`config.mk`:
```
export PLATFORM = sky130hd
export DESIGN_NAME = fetch_stage
export DESIGN_NICKNAME = d
export VERILOG_FILES = /design/src/rtl/fetch_pkg.sv /design/src/rtl/fetch_align_fifo.sv /design/src/rtl/fetch_c_decoder.sv /design/src/rtl/fetch_pc_sel.sv /design/src/rtl/fetch_prefetcher.sv /design/src/rtl/fetch_stage.sv
export VERILOG_INCLUDE_DIRS = /design/src /design/src/rtl
export SDC_FILE = /design/constraint.sdc
export NUM_CORES = 1
export LEC_CHECK = 0
export ABC_CLOCK_PERIOD_IN_PS = 5600
export BUFFER_PORTS_ARGS = -buffer_cell sky130_fd_sc_hd__buf_4
export CAP_MARGIN = 5
export CORE_MARGIN = 3
export CORE_UTILIZATION = 54
export CTS_CLUSTER_SIZE = 40
export DETAILED_ROUTE_END_ITERATION = 8
export HOLD_SLACK_MARGIN = 0.08
export PLACE_DENSITY = 0.78
export REMOVE_ABC_BUFFERS = 1
export SETUP_SLACK_MARGIN = 0.2
export SKIP_CTS_REPAIR_TIMING = 1
export SLEW_MARGIN = 5
export SYNTH_ARGS = -nofsm -noshare
export SYNTH_HDL_FRONTEND = slang
export SYNTH_HIERARCHICAL = 1
export SYNTH_SLANG_ARGS = --single-unit
```
`constraint.sdc`:
```
create_clock -name clk -period 5.6 [get_ports clk]
set_input_delay 0.28 -clock clk [delete_from_list [all_inputs] [get_ports clk]]
set_output_delay 0.28 -clock clk [all_outputs]
set_load 0.02 [all_outputs]
```
`src/rtl/fetch_settings.svh`:
```
// Fetch stage settings: widths, FIFO depth, credit and mtvec sizes
`ifndef FETCH_SETTINGS_SVH
`define FETCH_SETTINGS_SVH

////////////////////
// Datapath
////////////////////

// Address and fetch word width
`define FETCH_XLEN 32

////////////////////
// Prefetch buffering
////////////////////

// Word FIFO depth, also the credit total of the prefetcher
`define FETCH_FIFO_WORDS 4

// Credit and outstanding counters, must hold FETCH_FIFO_WORDS
`define FETCH_CNT_W 3

////////////////////
// Trap vectors
////////////////////

`define FETCH_MTVEC_W 25   // Significant mtvec base bits
`define FETCH_IRQ_ID_W 5   // Interrupt cause index

`endif

```
`src/rtl/fetch_pkg.sv`:
```
// Fetch stage types: redirect select, control, memory port, instruction word, IF/ID
`include "fetch_settings.svh"

package fetch_pkg;

  ////////////////////
  // Redirect control
  ////////////////////

  // Next fetch address source
  typedef enum logic [2:0] {
    BOOT,
    JUMP,
    BRANCH,
    MRET,
    DRET,
    TRAP_EXC,   // Non-vectored, mtvec base
    TRAP_IRQ,   // Vectored interrupt
    TRAP_DBG    // Debug halt entry
  } pc_mux_e;

  typedef struct packed {
    logic                       pc_set;   // Redirect strobe, flushes the prefetcher
    pc_mux_e                    pc_mux;
    logic [`FETCH_IRQ_ID_W-1:0] irq_id;
    logic                       kill_if;  // Drop instructions in IF
    logic                       halt_if;  // Freeze IF
  } ctrl_fsm_t;

  ////////////////////
  // Memory port
  ////////////////////

  typedef struct packed {
    logic [`FETCH_XLEN-1:0] addr;   // Always word aligned
  } mem_req_t;

  typedef struct packed {
    logic [`FETCH_XLEN-1:0] rdata;
    logic                   err;    // Bus error on this word
  } mem_resp_t;

  // Fetch word viewed whole or as two halfwords
  typedef struct packed {
    logic [15:0] hi;
    logic [15:0] lo;
  } half_pair_t;

  typedef union packed {
    logic [31:0] word;
    half_pair_t  half;
  } instr_word_u;

  // IF/ID pipeline register
  typedef struct packed {
    logic                   instr_valid;
    logic [31:0]            instr;             // Expanded encoding
    logic [`FETCH_XLEN-1:0] pc;
    logic [15:0]            compressed_instr;  // Raw low halfword
    logic                   is_compressed;
    logic                   illegal_c;
    logic                   bus_err;
  } if_id_pipe_t;

endpackage

```
`src/rtl/fetch_align_fifo.sv`:
```
// Word FIFO with halfword read pointer, yields aligned 16/32-bit instructions
`timescale 1ns/1ps
`include "fetch_settings.svh"

module fetch_align_fifo (
  input  logic                    clk,
  input  logic                    rst_n,
  input  logic                    flush_i,
  input  logic [`FETCH_XLEN-1:0]  redirect_addr_i,
  input  logic                    push_i,
  input  fetch_pkg::mem_resp_t    push_word_i,
  input  logic                    instr_pop_i,
  output logic                    instr_avail_o,
  output fetch_pkg::instr_word_u  instr_o,
  output logic [`FETCH_XLEN-1:0]  instr_pc_o,
  output logic                    instr_err_o,
  output logic                    credit_return_o
);

  localparam int XLEN  = `FETCH_XLEN;
  localparam int DEPTH = `FETCH_FIFO_WORDS;
  localparam int IDX_W = $clog2(DEPTH);
  localparam int CNT_W = `FETCH_CNT_W;

  fetch_pkg::mem_resp_t   ring_q [DEPTH];
  logic [IDX_W-1:0]       wr_ptr_q;
  logic [IDX_W-1:0]       rd_ptr_q;
  logic [IDX_W-1:0]       rd_next;
  logic [CNT_W-1:0]       count_q;    // Words held
  logic                   half_q;     // Read pointer on upper halfword
  logic [XLEN-1:0]        pc_q;
  fetch_pkg::instr_word_u word0;
  fetch_pkg::instr_word_u word1;
  logic [15:0]            first_half;
  logic                   is_32;
  logic                   straddle;   // Spans two ring entries
  logic                   pop;
  logic                   free_word;

  assign rd_next = rd_ptr_q + 1'b1;

  ////////////////////
  // Instruction assembly
  ////////////////////

  always_comb begin
    word0.word  = ring_q[rd_ptr_q].rdata;
    word1.word  = ring_q[rd_next].rdata;
    first_half  = half_q ? word0.half.hi : word0.half.lo;
    is_32       = (first_half[1:0] == 2'b11);  // RVC quadrant 3 is a full word
    straddle    = half_q && is_32;
    instr_o.word = half_q ? {word1.half.lo, word0.half.hi} : word0.word;
    instr_err_o  = ring_q[rd_ptr_q].err || (straddle && ring_q[rd_next].err);
  end

  // Straddling needs the following word too
  assign instr_avail_o = (count_q != '0) && (!straddle || (count_q > CNT_W'(1)));
  assign instr_pc_o    = pc_q;

  assign pop       = instr_pop_i && instr_avail_o;
  // Leaving a word whenever the read ends at or past its top halfword
  assign free_word = pop && (half_q || is_32);
  assign credit_return_o = free_word && !flush_i;  // Prefetcher reloads credits on flush

  always_ff @(posedge clk or negedge rst_n) begin
    if (!rst_n) begin
      wr_ptr_q <= '0;
      rd_ptr_q <= '0;
      count_q  <= '0;
      half_q   <= 1'b0;
      pc_q     <= '0;
    end else if (flush_i) begin
      wr_ptr_q <= '0;
      rd_ptr_q <= '0;
      count_q  <= '0;
      half_q   <= redirect_addr_i[1];   // First word is fetched aligned
      pc_q     <= redirect_addr_i;
    end else begin
      if (push_i) begin
        wr_ptr_q <= wr_ptr_q + 1'b1;
      end
      if (free_word) begin
        rd_ptr_q <= rd_next;
      end
      if (pop) begin
        half_q <= half_q ^ ~is_32;  // 16-bit step flips, 32-bit keeps
        pc_q   <= pc_q + (is_32 ? XLEN'(4) : XLEN'(2));
      end
      count_q <= count_q + CNT_W'(push_i) - CNT_W'(free_word);
    end
  end

  // Ring storage
  always_ff @(posedge clk) begin
    if (push_i) begin
      ring_q[wr_ptr_q] <= push_word_i;
    end
  end

  // Credits from the prefetcher must keep a slot free for each response
  a_no_push_when_full: assert property (
    @(posedge clk) disable iff (!rst_n)
    (push_i && !flush_i) |-> (count_q != CNT_W'(DEPTH))
  );

endmodule

```
`src/rtl/fetch_c_decoder.sv`:
```
// RVC expander for C.ADDI, C.LI, C.MV, C.ADD and C.J, others flagged illegal
`timescale 1ns/1ps

module fetch_c_decoder (
  input  fetch_pkg::instr_word_u instr_i,
  output logic [31:0]            instr_o,
  output logic                   is_compressed_o,
  output logic                   illegal_c_o
);

  localparam logic [6:0] OPC_OP_IMM = 7'b0010011;
  localparam logic [6:0] OPC_OP     = 7'b0110011;
  localparam logic [6:0] OPC_JAL    = 7'b1101111;

  logic [15:0] c;
  logic [11:0] imm6;   // CI immediate, sign extended
  logic [4:0]  rd;
  logic [4:0]  rs2;

  assign c    = instr_i.half.lo;
  assign rd   = c[11:7];
  assign rs2  = c[6:2];
  assign imm6 = {{6{c[12]}}, c[12], c[6:2]};

  assign is_compressed_o = (c[1:0] != 2'b11);

  always_comb begin
    instr_o     = instr_i.word;   // Full-width pass through
    illegal_c_o = 1'b0;
    if (is_compressed_o) begin
      instr_o     = {16'h0000, c};  // Raw halfword unless expanded
      illegal_c_o = 1'b1;
      unique case ({c[15:13], c[1:0]})
        // C.ADDI: addi rd, rd, imm
        5'b000_01: begin
          instr_o     = {imm6, rd, 3'b000, rd, OPC_OP_IMM};
          illegal_c_o = 1'b0;
        end
        // C.LI: addi rd, x0, imm
        5'b010_01: begin
          instr_o     = {imm6, 5'd0, 3'b000, rd, OPC_OP_IMM};
          illegal_c_o = 1'b0;
        end
        // C.J: jal x0, offset
        5'b101_01: begin
          instr_o     = {c[12], c[8], c[10:9], c[6], c[7], c[2], c[11], c[5:3],
                         c[12], {8{c[12]}}, 5'd0, OPC_JAL};
          illegal_c_o = 1'b0;
        end
        5'b100_10: begin
          if (rs2 != 5'd0) begin
            illegal_c_o = 1'b0;
            if (c[12]) begin
              instr_o = {7'b0, rs2, rd, 3'b000, rd, OPC_OP};      // C.ADD
            end else begin
              instr_o = {7'b0, rs2, 5'd0, 3'b000, rd, OPC_OP};    // C.MV
            end
          end
          // rs2 == 0 is C.JR/C.JALR/C.EBREAK, not expanded
        end
        default: begin
          instr_o     = {16'h0000, c};
          illegal_c_o = 1'b1;
        end
      endcase
    end
  end

endmodule

```
`src/rtl/fetch_pc_sel.sv`:
```
// Redirect address selection and mtvec init pulse on boot
`timescale 1ns/1ps
`include "fetch_settings.svh"

module fetch_pc_sel (
  input  fetch_pkg::ctrl_fsm_t        ctrl_fsm_i,
  input  logic [`FETCH_XLEN-1:0]      boot_addr_i,
  input  logic [`FETCH_XLEN-1:0]      jump_target_i,
  input  logic [`FETCH_XLEN-1:0]      branch_target_i,
  input  logic [`FETCH_XLEN-1:0]      mepc_i,
  input  logic [`FETCH_XLEN-1:0]      dpc_i,
  input  logic [`FETCH_XLEN-1:0]      dm_halt_addr_i,
  input  logic [`FETCH_MTVEC_W-1:0]   mtvec_addr_i,
  output logic [`FETCH_XLEN-1:0]      redirect_addr_o,
  output logic                        csr_mtvec_init_o
);

  logic [`FETCH_XLEN-1:0] target;

  always_comb begin
    target = {boot_addr_i[`FETCH_XLEN-1:2], 2'b00};
    unique case (ctrl_fsm_i.pc_mux)
      fetch_pkg::BOOT:     target = {boot_addr_i[`FETCH_XLEN-1:2], 2'b00};
      fetch_pkg::JUMP:     target = jump_target_i;
      fetch_pkg::BRANCH:   target = branch_target_i;
      fetch_pkg::MRET:     target = mepc_i;   // Back from trap
      fetch_pkg::DRET:     target = dpc_i;    // Back from debug
      fetch_pkg::TRAP_EXC: target = {mtvec_addr_i, 7'h00};
      // Base plus irq_id * 4
      fetch_pkg::TRAP_IRQ: target = {mtvec_addr_i, ctrl_fsm_i.irq_id, 2'b00};
      fetch_pkg::TRAP_DBG: target = {dm_halt_addr_i[`FETCH_XLEN-1:2], 2'b00};
      default:             target = {boot_addr_i[`FETCH_XLEN-1:2], 2'b00};
    endcase
  end

  // Halfword granularity only
  assign redirect_addr_o = {target[`FETCH_XLEN-1:1], 1'b0};

  // CSR file loads mtvec from boot state
  assign csr_mtvec_init_o = ctrl_fsm_i.pc_set && (ctrl_fsm_i.pc_mux == fetch_pkg::BOOT);

endmodule

```
`src/rtl/fetch_prefetcher.sv`:
```
// Credit-limited word prefetcher with stale response discard after flush
`timescale 1ns/1ps
`include "fetch_settings.svh"

module fetch_prefetcher (
  input  logic                   clk,
  input  logic                   rst_n,
  input  logic                   flush_i,
  input  logic [`FETCH_XLEN-1:0] redirect_addr_i,
  output logic                   mem_req_valid_o,
  input  logic                   mem_req_ready_i,
  output fetch_pkg::mem_req_t    mem_req_o,
  input  logic                   mem_resp_valid_i,
  input  fetch_pkg::mem_resp_t   mem_resp_i,
  input  logic                   credit_return_i,
  output logic                   push_o,
  output fetch_pkg::mem_resp_t   push_word_o,
  output logic                   busy_o
);

  localparam int XLEN  = `FETCH_XLEN;
  localparam int CNT_W = `FETCH_CNT_W;
  localparam logic [CNT_W-1:0] FULL_CREDITS = CNT_W'(`FETCH_FIFO_WORDS);

  logic [XLEN-1:2]  next_word_q;     // Word address of next request
  logic             active_q;        // Set by first redirect
  logic [CNT_W-1:0] credits_q;       // Free FIFO slots not yet claimed
  logic [CNT_W-1:0] outstanding_q;   // Issued, no response yet
  logic [CNT_W-1:0] discard_q;       // Responses still owed to a flushed stream
  logic [CNT_W-1:0] out_after_resp;
  logic             req_fire;
  logic             resp_stale;

  ////////////////////
  // Request side
  ////////////////////

  assign mem_req_valid_o = active_q && (credits_q != '0) && !flush_i;
  assign mem_req_o.addr  = {next_word_q, 2'b00};
  assign req_fire        = mem_req_valid_o && mem_req_ready_i;

  ////////////////////
  // Response side
  ////////////////////

  assign resp_stale  = mem_resp_valid_i && (discard_q != '0);
  assign push_o      = mem_resp_valid_i && !resp_stale && !flush_i;  // FIFO clears on flush
  assign push_word_o = mem_resp_i;
  assign busy_o      = (outstanding_q != '0);

  assign out_after_resp = outstanding_q - CNT_W'(mem_resp_valid_i);

  always_ff @(posedge clk or negedge rst_n) begin
    if (!rst_n) begin
      active_q      <= 1'b0;
      next_word_q   <= '0;
      credits_q     <= FULL_CREDITS;
      outstanding_q <= '0;
      discard_q     <= '0;
    end else if (flush_i) begin
      // Everything still in flight belongs to the old stream
      active_q      <= 1'b1;
      next_word_q   <= redirect_addr_i[XLEN-1:2];
      outstanding_q <= out_after_resp;
      discard_q     <= out_after_resp;
      credits_q     <= FULL_CREDITS - out_after_resp;  // Stale slots come back as dropped
    end else begin
      if (req_fire) begin
        next_word_q <= next_word_q + 1'b1;  // Sequential words
      end
      outstanding_q <= out_after_resp + CNT_W'(req_fire);
      discard_q     <= discard_q - CNT_W'(resp_stale);
      credits_q     <= credits_q - CNT_W'(req_fire)
                     + CNT_W'(credit_return_i) + CNT_W'(resp_stale);
    end
  end

  // In-flight words never exceed what the FIFO can absorb
  a_outstanding_bound: assert property (
    @(posedge clk) disable iff (!rst_n) outstanding_q <= FULL_CREDITS
  );

  // Credit accounting with the FIFO keeps a slot for every request
  a_no_req_without_credit: assert property (
    @(posedge clk) disable iff (!rst_n) req_fire |-> (credits_q != '0)
  );

endmodule

```
`src/rtl/fetch_stage.sv`:
```
// Instruction fetch stage: PC select, prefetch, realign, RVC expand, IF/ID register
`timescale 1ns/1ps
`include "fetch_settings.svh"

module fetch_stage (
  input  logic                      clk,
  input  logic                      rst_n,
  input  fetch_pkg::ctrl_fsm_t      ctrl_fsm_i,
  // Redirect targets
  input  logic [`FETCH_XLEN-1:0]    boot_addr_i,
  input  logic [`FETCH_XLEN-1:0]    jump_target_i,
  input  logic [`FETCH_XLEN-1:0]    branch_target_i,
  input  logic [`FETCH_XLEN-1:0]    mepc_i,
  input  logic [`FETCH_XLEN-1:0]    dpc_i,
  input  logic [`FETCH_XLEN-1:0]    dm_halt_addr_i,
  input  logic [`FETCH_MTVEC_W-1:0] mtvec_addr_i,
  // Instruction memory
  output logic                      mem_req_valid_o,
  input  logic                      mem_req_ready_i,
  output fetch_pkg::mem_req_t       mem_req_o,
  input  logic                      mem_resp_valid_i,
  input  fetch_pkg::mem_resp_t      mem_resp_i,
  // Status and decode handshake
  output logic                      csr_mtvec_init_o,
  output logic                      if_valid_o,
  input  logic                      id_ready_i,
  output logic                      if_busy_o,
  output logic [`FETCH_XLEN-1:0]    pc_if_o,
  output fetch_pkg::if_id_pipe_t    if_id_pipe_o
);

  logic [`FETCH_XLEN-1:0] redirect_addr;
  logic                   push;
  fetch_pkg::mem_resp_t   push_word;
  logic                   credit_return;
  logic                   instr_avail;
  logic                   instr_pop;
  fetch_pkg::instr_word_u fifo_instr;
  logic                   fifo_err;
  logic [31:0]            dec_instr;
  logic                   dec_is_c;
  logic                   dec_illegal;

  fetch_pc_sel pc_sel_i (
    .ctrl_fsm_i       ( ctrl_fsm_i       ),
    .boot_addr_i      ( boot_addr_i      ),
    .jump_target_i    ( jump_target_i    ),
    .branch_target_i  ( branch_target_i  ),
    .mepc_i           ( mepc_i           ),
    .dpc_i            ( dpc_i            ),
    .dm_halt_addr_i   ( dm_halt_addr_i   ),
    .mtvec_addr_i     ( mtvec_addr_i     ),
    .redirect_addr_o  ( redirect_addr    ),
    .csr_mtvec_init_o ( csr_mtvec_init_o )
  );

  fetch_prefetcher prefetcher_i (
    .clk              ( clk               ),
    .rst_n            ( rst_n             ),
    .flush_i          ( ctrl_fsm_i.pc_set ),  // Every redirect restarts the stream
    .redirect_addr_i  ( redirect_addr     ),
    .mem_req_valid_o  ( mem_req_valid_o   ),
    .mem_req_ready_i  ( mem_req_ready_i   ),
    .mem_req_o        ( mem_req_o         ),
    .mem_resp_valid_i ( mem_resp_valid_i  ),
    .mem_resp_i       ( mem_resp_i        ),
    .credit_return_i  ( credit_return     ),
    .push_o           ( push              ),
    .push_word_o      ( push_word         ),
    .busy_o           ( if_busy_o         )
  );

  fetch_align_fifo align_fifo_i (
    .clk             ( clk               ),
    .rst_n           ( rst_n             ),
    .flush_i         ( ctrl_fsm_i.pc_set ),
    .redirect_addr_i ( redirect_addr     ),
    .push_i          ( push              ),
    .push_word_i     ( push_word         ),
    .instr_pop_i     ( instr_pop         ),
    .instr_avail_o   ( instr_avail       ),
    .instr_o         ( fifo_instr        ),
    .instr_pc_o      ( pc_if_o           ),
    .instr_err_o     ( fifo_err          ),
    .credit_return_o ( credit_return     )
  );

  fetch_c_decoder c_decoder_i (
    .instr_i         ( fifo_instr  ),
    .instr_o         ( dec_instr   ),
    .is_compressed_o ( dec_is_c    ),
    .illegal_c_o     ( dec_illegal )
  );

  ////////////////////
  // Handshake
  ////////////////////

  assign if_valid_o = instr_avail && !ctrl_fsm_i.kill_if && !ctrl_fsm_i.halt_if;
  // Kill drains the FIFO regardless of ID
  assign instr_pop  = (if_valid_o && id_ready_i) || (ctrl_fsm_i.kill_if && instr_avail);

  ////////////////////
  // IF/ID register
  ////////////////////

  always_ff @(posedge clk or negedge rst_n) begin
    if (!rst_n) begin
      if_id_pipe_o <= '0;
    end else if (if_valid_o && id_ready_i) begin
      if_id_pipe_o.instr_valid      <= 1'b1;
      if_id_pipe_o.instr            <= dec_instr;
      if_id_pipe_o.pc               <= pc_if_o;
      if_id_pipe_o.compressed_instr <= fifo_instr.half.lo;
      if_id_pipe_o.is_compressed    <= dec_is_c;
      if_id_pipe_o.illegal_c        <= dec_illegal;
      if_id_pipe_o.bus_err          <= fifo_err;
    end else if (id_ready_i) begin
      if_id_pipe_o.instr_valid <= 1'b0;   // Bubble into ID
    end
  end

  // ID stall freezes the whole register
  a_if_id_hold: assert property (
    @(posedge clk) disable iff (!rst_n)
    (if_id_pipe_o.instr_valid && !id_ready_i) |=> $stable(if_id_pipe_o)
  );

endmodule

```
After elaboration in Yosys (flattened, before gate mapping)
Memories as Yosys holds them, arrays and structs flattened.
Cells that the tools add are included.

word-level totals
  bits in registers = 164
  bits in writable memories = 132
  input port bits = 266
  output and inout port bits = 152
  logic and storage cells = 114
  memories = 1

memories
  name                 words  bits a word  read ports  clocked after Yosys merged registers in  write ports  line                    RTL
  align_fifo_i.ring_q  4      33           2           0                                        1            fetch_align_fifo.sv:25  fetch_pkg::mem_resp_t ring_q [DEPTH];

cells by class
  add/sub/neg operators = 13
  $lt $le $gt $ge = 1
  equal/unequal tests = 13
  mux-type cells = 29
  bitwise logic cells = 2
  reduce and logical (&&, ||, !) cells = 38

operator list
  operator                                              count
  case mux 32 bit (8 select lines)                      1
  two-way mux 32 bit                                    4
  case mux 32 bit (4 select lines)                      1
  two-way mux 30 bit                                    2
  adder 32 bit                                          1
  adder 30 x 1 -> 30 bit (second input constant)        1
  two-way mux 25 bit                                    1
  two-way mux 20 bit                                    1
  logical AND 1 bit                                     17
  two-way mux 3 bit                                     5
  adder 3 x 1 -> 3 bit                                  4
  equality test 3 bit (second input constant)           4
  nonzero test 3 bit                                    4
  subtractor 3 x 1 -> 3 bit                             4
  equality test 5 bit (second input constant)           2
  two-way mux 2 bit                                     5
  nonzero test 2 bit                                    5
  two-way mux 1 bit                                     8
  equality test 3 x 2 -> 1 bit (second input constant)  2
  equality test 5 x 1 -> 1 bit (second input constant)  1
  equality test 5 x 4 -> 1 bit (second input constant)  1
  zero test 1 bit                                       5
  nonzero test 5 bit                                    1
  adder 2 x 1 -> 2 bit (second input constant)          2
  other kinds (11)                                      14

Depth between registers and ports, before layout
An unclocked memory read counts as a cell.

  depth after elaboration = 17
  depth in mapped cells = 22
  depth with buffers taken out = 19

Cells and area by module
Netlist, hierarchy kept.

by module, submodules not included
  module            instances  cells an instance  area each (um2)
  fetch_align_fifo  1          570                8115.3
  fetch_stage       1          182                3463.3
  fetch_prefetcher  1          318                2808.9
  fetch_pc_sel      1          297                2013.2
  fetch_c_decoder   1          77                 503.0

Least setup slack after synthesis
Ideal clock, no wire load.

  path type = register -> register
  from = register align_fifo_i.rd_ptr_q[1]
  to = register prefetcher_i.credits_q[1]
  library setup time = 0.125 ns
  data arrival time = 3.884 ns
  slack = 1.591 ns
  cell stages (with the launch flop) = 20
  path buffers = 3
  period minus slack after synthesis = 4.009 ns
  path through = dfrtp_1 > buf_2 > buf_2 > mux4_2 > nand2_1 > nand2_1 > nand2_1 > inv_1 > ha_1 > nor2b_2 > o31a_1 > o21a_1 > o311ai_4 > buf_2 > nor3_1 > inv_1 > fa_1 > inv_1 > fa_1 > mux2_2

between the ends
  word-level cells in the longest chain between the ends = 17
  elaborated cells between the ends (all ways) = 19
  classes of those cells = 2 x add/sub; 1 x eq/ne; 2 x mux; 13 x reduce/logical; 1 x memory

ends and longest elaborated chain
  element                               line                    RTL
  start: declaration                    fetch_align_fifo.sv:27  logic [IDX_W-1:0] rd_ptr_q;
  start signal: assignment              fetch_align_fifo.sv:83  rd_ptr_q <= rd_next;
  memory (4 x 33 bit) *                 n/a
  two-way mux 2 bit *                   fetch_align_fifo.sv:49  first_half = half_q ? word0.half.hi : word0.half.lo;
  equality test 2 bit *                 fetch_align_fifo.sv:50  is_32 = (first_half[1:0] == 2'b11);
  logical AND 1 bit *                   fetch_align_fifo.sv:51  straddle = half_q && is_32;
  zero test 1 bit *                     fetch_align_fifo.sv:57  assign instr_avail_o = (count_q != '0) && (!straddle || (count_q > CNT_W'(1)));
  logical OR 1 bit *                    fetch_align_fifo.sv:57
  logical AND 1 bit *                   fetch_align_fifo.sv:57
  net instr_avail                       fetch_stage.sv:36       logic instr_avail;
  (+3 left out)                         n/a
  logical OR 1 bit *                    fetch_stage.sv:101      assign instr_pop = (if_valid_o && id_ready_i) || (ctrl_fsm_i.kill_if && instr_avail);
  net instr_pop                         fetch_stage.sv:37       logic instr_pop;
  logical AND 1 bit *                   fetch_align_fifo.sv:60  assign pop = instr_pop_i && instr_avail_o;
  logical AND 1 bit *                   fetch_align_fifo.sv:62  assign free_word = pop && (half_q || is_32);
  logical AND 1 bit *                   fetch_align_fifo.sv:63  assign credit_return_o = free_word && !flush_i;
  net credit_return                     fetch_stage.sv:35       logic credit_return;
  adder 3 x 1 -> 3 bit * (2 in series)  fetch_prefetcher.sv:74  + CNT_W'(credit_return_i) + CNT_W'(resp_stale);
  two-way mux 3 bit *                   fetch_prefetcher.sv:60  end else if (flush_i) begin
  end signal: assignment                fetch_prefetcher.sv:66  credits_q <= FULL_CREDITS - out_after_resp;
  end signal: assignment                fetch_prefetcher.sv:73  credits_q <= credits_q - CNT_W'(req_fire)
  end: declaration                      fetch_prefetcher.sv:27  logic [CNT_W-1:0] credits_q;

The timed path passes the listed nets; every way through them passes the cells marked *.
A chain may end at the register's enable or synchronous reset.

Worst setup path after layout
  from = register align_fifo_i.rd_ptr_q[0]
  to = register prefetcher_i.credits_q[1]

The elaborated chain is that of the path after synthesis.

==> impl_metrics.py <==
metrics = {
    "setup_path": {
        "cp-end-kind": "flop",
        "crit_slowest_cell": "dfrtp_2",
        "worst-r2r-cell-count": 16,
        "worstPathMaxFanout": 23,
        "critPathBufInv": 3,
        "regToRegEndpoint": "prefetcher_i/credits_q[1]",
        "crit_required_ns": 6.06,
        "path_delay_family": "adder cells",
        "r2r-start": "align_fifo_i/rd_ptr_q[0]",
        "cpPeakStageDelay_ns": 0.77,
        "critPathLaunchType": "flop",
        "rrSetupSlack_ns": 0.90,
        "critPathKind": "flop to flop",
        "worst_ep_arrival_time_ns": 5.16,
        "worstPathCellList": "mux4_2 > nand2_1 > nand2_1 > nand2_1 > inv_1 > ha_1 > nand3b_1 > o31a_1 > o21a_1 > o311ai_4 > nor3_1 > inv_1 > fa_1 > inv_1 > fa_1 > mux2_2",
    },
    "flow_run": {
        "max_cap_viol_count": 0,
    },
    "clock_network": {
        "clk-insertion-delay-late_ns": 0.57,
        "cts_max_path_buffers": 3,
        "clkSlewWorstSetupHoldPaths_ns": 0.07,
        "htree_num_levels": 1,
        "cts_tree": "built",
        "cts_inserted_buffers": 29,
        "cts_root_buffer": "clkbuf_16",
        "cts.sinks": 296,
    },
    "routing": {
        "viasPerCell": 6.02,
        "ant_nets": 0,
        "vias": 13378,
        "first_pass_iters": 6,
        "totalWireLength_mm": 52.4,
        "drc": 0,
        "wl_per_cell_um": 23.6,
        "drt_iter0_drc": 1279,
    },
    "cells_and_area": {
        "areaGrowthSynthToFinish_pct": 24.7,
        "postLayoutCellArea_um2": 21100,
        "drive_gt1_share_pct": 35.7,
        "multi_input_area_um2": 7750,
        "nets": 2092,
        "seqCellArea_um2": 8070,
        "final.fill_count": 2200,
    },
    "power": {
        "ir_worst_vdd_uv": 391,
        "power_density_nw_per_um2": 321,
        "p_leak_nw": 9.17,
    },
    "sta": {
        "setup-violations-final": 0,
        "setup_tns_ns": 0,
        "rsz0062_at_grt": "no",
        "period_minus_slack_ns": 4.70,
        "drv_slew": 0,
        "finalCritPeriodShare_pct": 84.0,
        "clock_skew_ns": 0.0266,
        "worstMarginPinSlew_ns": 0.922,
        "slew_headroom_pct": 37.9,
        "hold_viol_final": 0,
        "fmax_mhz": 213,
        "fin_ws_ns": 0.897,
    },
    "logic_synthesis": {
        "synthTopCellsByCount": "nand2_1 (185), dfrtp_1 (163), edfxtp_1 (132), nor2_1 (74), mux2i_1 (60)",
        "async_reset_ff_share_pct": 55.4,
        "yosys_warnings": 6,
        "synth.most_common_cell": "nand2_1",
        "ys_ff_latch": 296,
        "avgSynthCellArea_um2": 11.7,
        "ys_top_cells_by_area": "dfrtp_1 (24%), edfxtp_1 (23%), mux4_2 (6.7%)",
        "ys.flop_type": "dfrtp_1",
        "syn_inst": 1444,
        "yosysUniqueCellTypes": 86,
        "netlist.area_leader.share_pct": 24.1,
        "synth-edff-count": 132,
        "synthesis.area_um2": 16900,
        "ys_seq_area_share_pct": 47.7,
        "synth_top_area_cell": "dfrtp_1",
    },
    "die": {
        "dieArea_um2": 33500,
        "fp.dieH_um": 183,
        "rows": 64,
        "start_util_pct": 55.0,
        "dieWidth_um": 183,
        "ios": 418,
        "core_um2": 30700,
    },
    "place": {
        "place_area_um2": 19700,
        "place_congestion": 0.932,
        "pre_cts_slack_ns": 0.957,
        "io_buffers": 407,
        "hpwl_mm": 37.7,
    },
    "global_routing": {
        "antenna_found_initial": 3,
        "grt_start_max_net_pins": 72,
        "grt_pass1_wl_mm": 76.1,
        "grt_use_total_pct": 29.4,
        "grt_pass1_vias": 12725,
        "overflow": 0,
    },
    "min_path": {
        "hp-start": "boot_addr_i[20]",
        "whs_endpoint": "align_fifo_i/instr_pc_o[20]",
        "hp-class": "primary input to flop",
        "hold_depth": 4,
    },
    "run_status": {
        "outcome": "finished clean",
    },
}
==> cell type report <==
type,instances,share of cell area [%]
tap,396,2.35
clock inverter,21,1.29
inverter,56,0.997
sequential,296,38.3
timing repair buffer,457,16.8
clock buffer,33,3.51
multi-input combinational,963,36.8
antenna,2,0.0237
==> cell families (layout without fill, tap and decap cells) <==
kind of cell / count (synthesis) / after routing / synth area share, %
other: 2 / 5 / 0.0444
flip-flops: 296 / 296 / 47.7
XOR/XNOR: 45 / 45 / 2.33
adder cells (fa/ha/maj): 23 / 23 / 1.88
AND/OR/NAND/NOR: 458 / 458 / 14.1
multiplexers: 202 / 202 / 17.7
buffers and inverters: 186 / 567 / 6.45
AO/OA/AOI/OAI: 232 / 232 / 9.75
==> report_power, final <==
group,total [mW],switching (mW),internal (mW)
Sequential,2.82,0.269,2.55
Combinational,1.86,0.983,0.875
Clock,2.10,0.863,1.23
Total,6.77,2.11,4.66
==> placed cells by master (no fill, tap or decap), drive strengths merged, types with 7 or more instances in the layout <==
cell type,n
buf,422
o22a,14
a21oi,33
xnor2,34
ha,19
o21ai,64
a21o,11
xor2,11
nor3,13
nor2b,19
dfrtp,163
mux2,91
o32ai,12
nand2,187
and4,7
clkbuf,33
o221ai,8
nand3,37
and2,15
inv,57
and3,13
nand4,15
a221oi,14
mux2i,61
a221o,15
edfxtp,132
o22ai,9
mux4,50
nand3b,8
a211oi,14
nor4,27
dlygate4sd3,35
nor2,76
clkinv,13
nand2b,12
==> state kept, by name, summed over array words and instances (netlist names) <==
signal,count
align_fifo_i/wr_ptr_q,2
align_fifo_i/ring_q,132
align_fifo_i/instr_pc_o,32
prefetcher_i/active_q,1
prefetcher_i/outstanding_q,3
prefetcher_i/discard_q,3
align_fifo_i/half_q,1
prefetcher_i/next_word_q,30
align_fifo_i/count_q,3
prefetcher_i/credits_q,3
if_id_pipe_o,84
align_fifo_i/rd_ptr_q,2
==> per-stage QoR <==
stage               cells  total power, mW  utilization, %  hold WS [ns]
floorplan            1315             3.78               -       -0.0156
global placement     2133             4.61            64.1         0.296
detailed placement   2133             4.67            64.1         0.295
CTS                  2187             6.75            67.4        -0.299
global route         2224             7.05            68.5         0.162
finish               2224             6.77            68.5         0.146
==> per-layer routing <==
metal / GRT usage (%) / routed length, um / part of all wire (%)
met1: 42.5 / 21500 / 41
met2: 46.0 / 24800 / 47
met3: 5.59 / 4480 / 8.5
met4: 8.38 / 1570 / 3.0
met5: 0 / 13 / 0.025
==> worst max-delay path by stage <==
stage | end | depth (start not counted) | slack (ns) | startpoint
floorplan | prefetcher_i/credits_q[1] | 16 | 0.18 | align_fifo_i/rd_ptr_q[0]
global placement | prefetcher_i/credits_q[1] | 16 | 1.05 | align_fifo_i/rd_ptr_q[0]
detailed placement | prefetcher_i/credits_q[1] | 16 | 0.96 | align_fifo_i/rd_ptr_q[0]
CTS | prefetcher_i/credits_q[1] | 16 | 0.92 | align_fifo_i/rd_ptr_q[0]
global route | prefetcher_i/credits_q[2] | 19 | 0.44 | align_fifo_i/rd_ptr_q[0]
finish | prefetcher_i/credits_q[1] | 16 | 0.90 | align_fifo_i/rd_ptr_q[0]
==> worst reg2reg max path: cells and delay by family (launching register included) <==
family | cells | cell delay (ns)
mux | 2 | 0.90
buf+inv | 3 | 0.26
compound gates | 3 | 0.60
simple gates | 5 | 0.96
flops | 1 | 0.77
fa+ha+maj | 3 | 1.11
No activity file was read; power rests on OpenSTA's default activity.
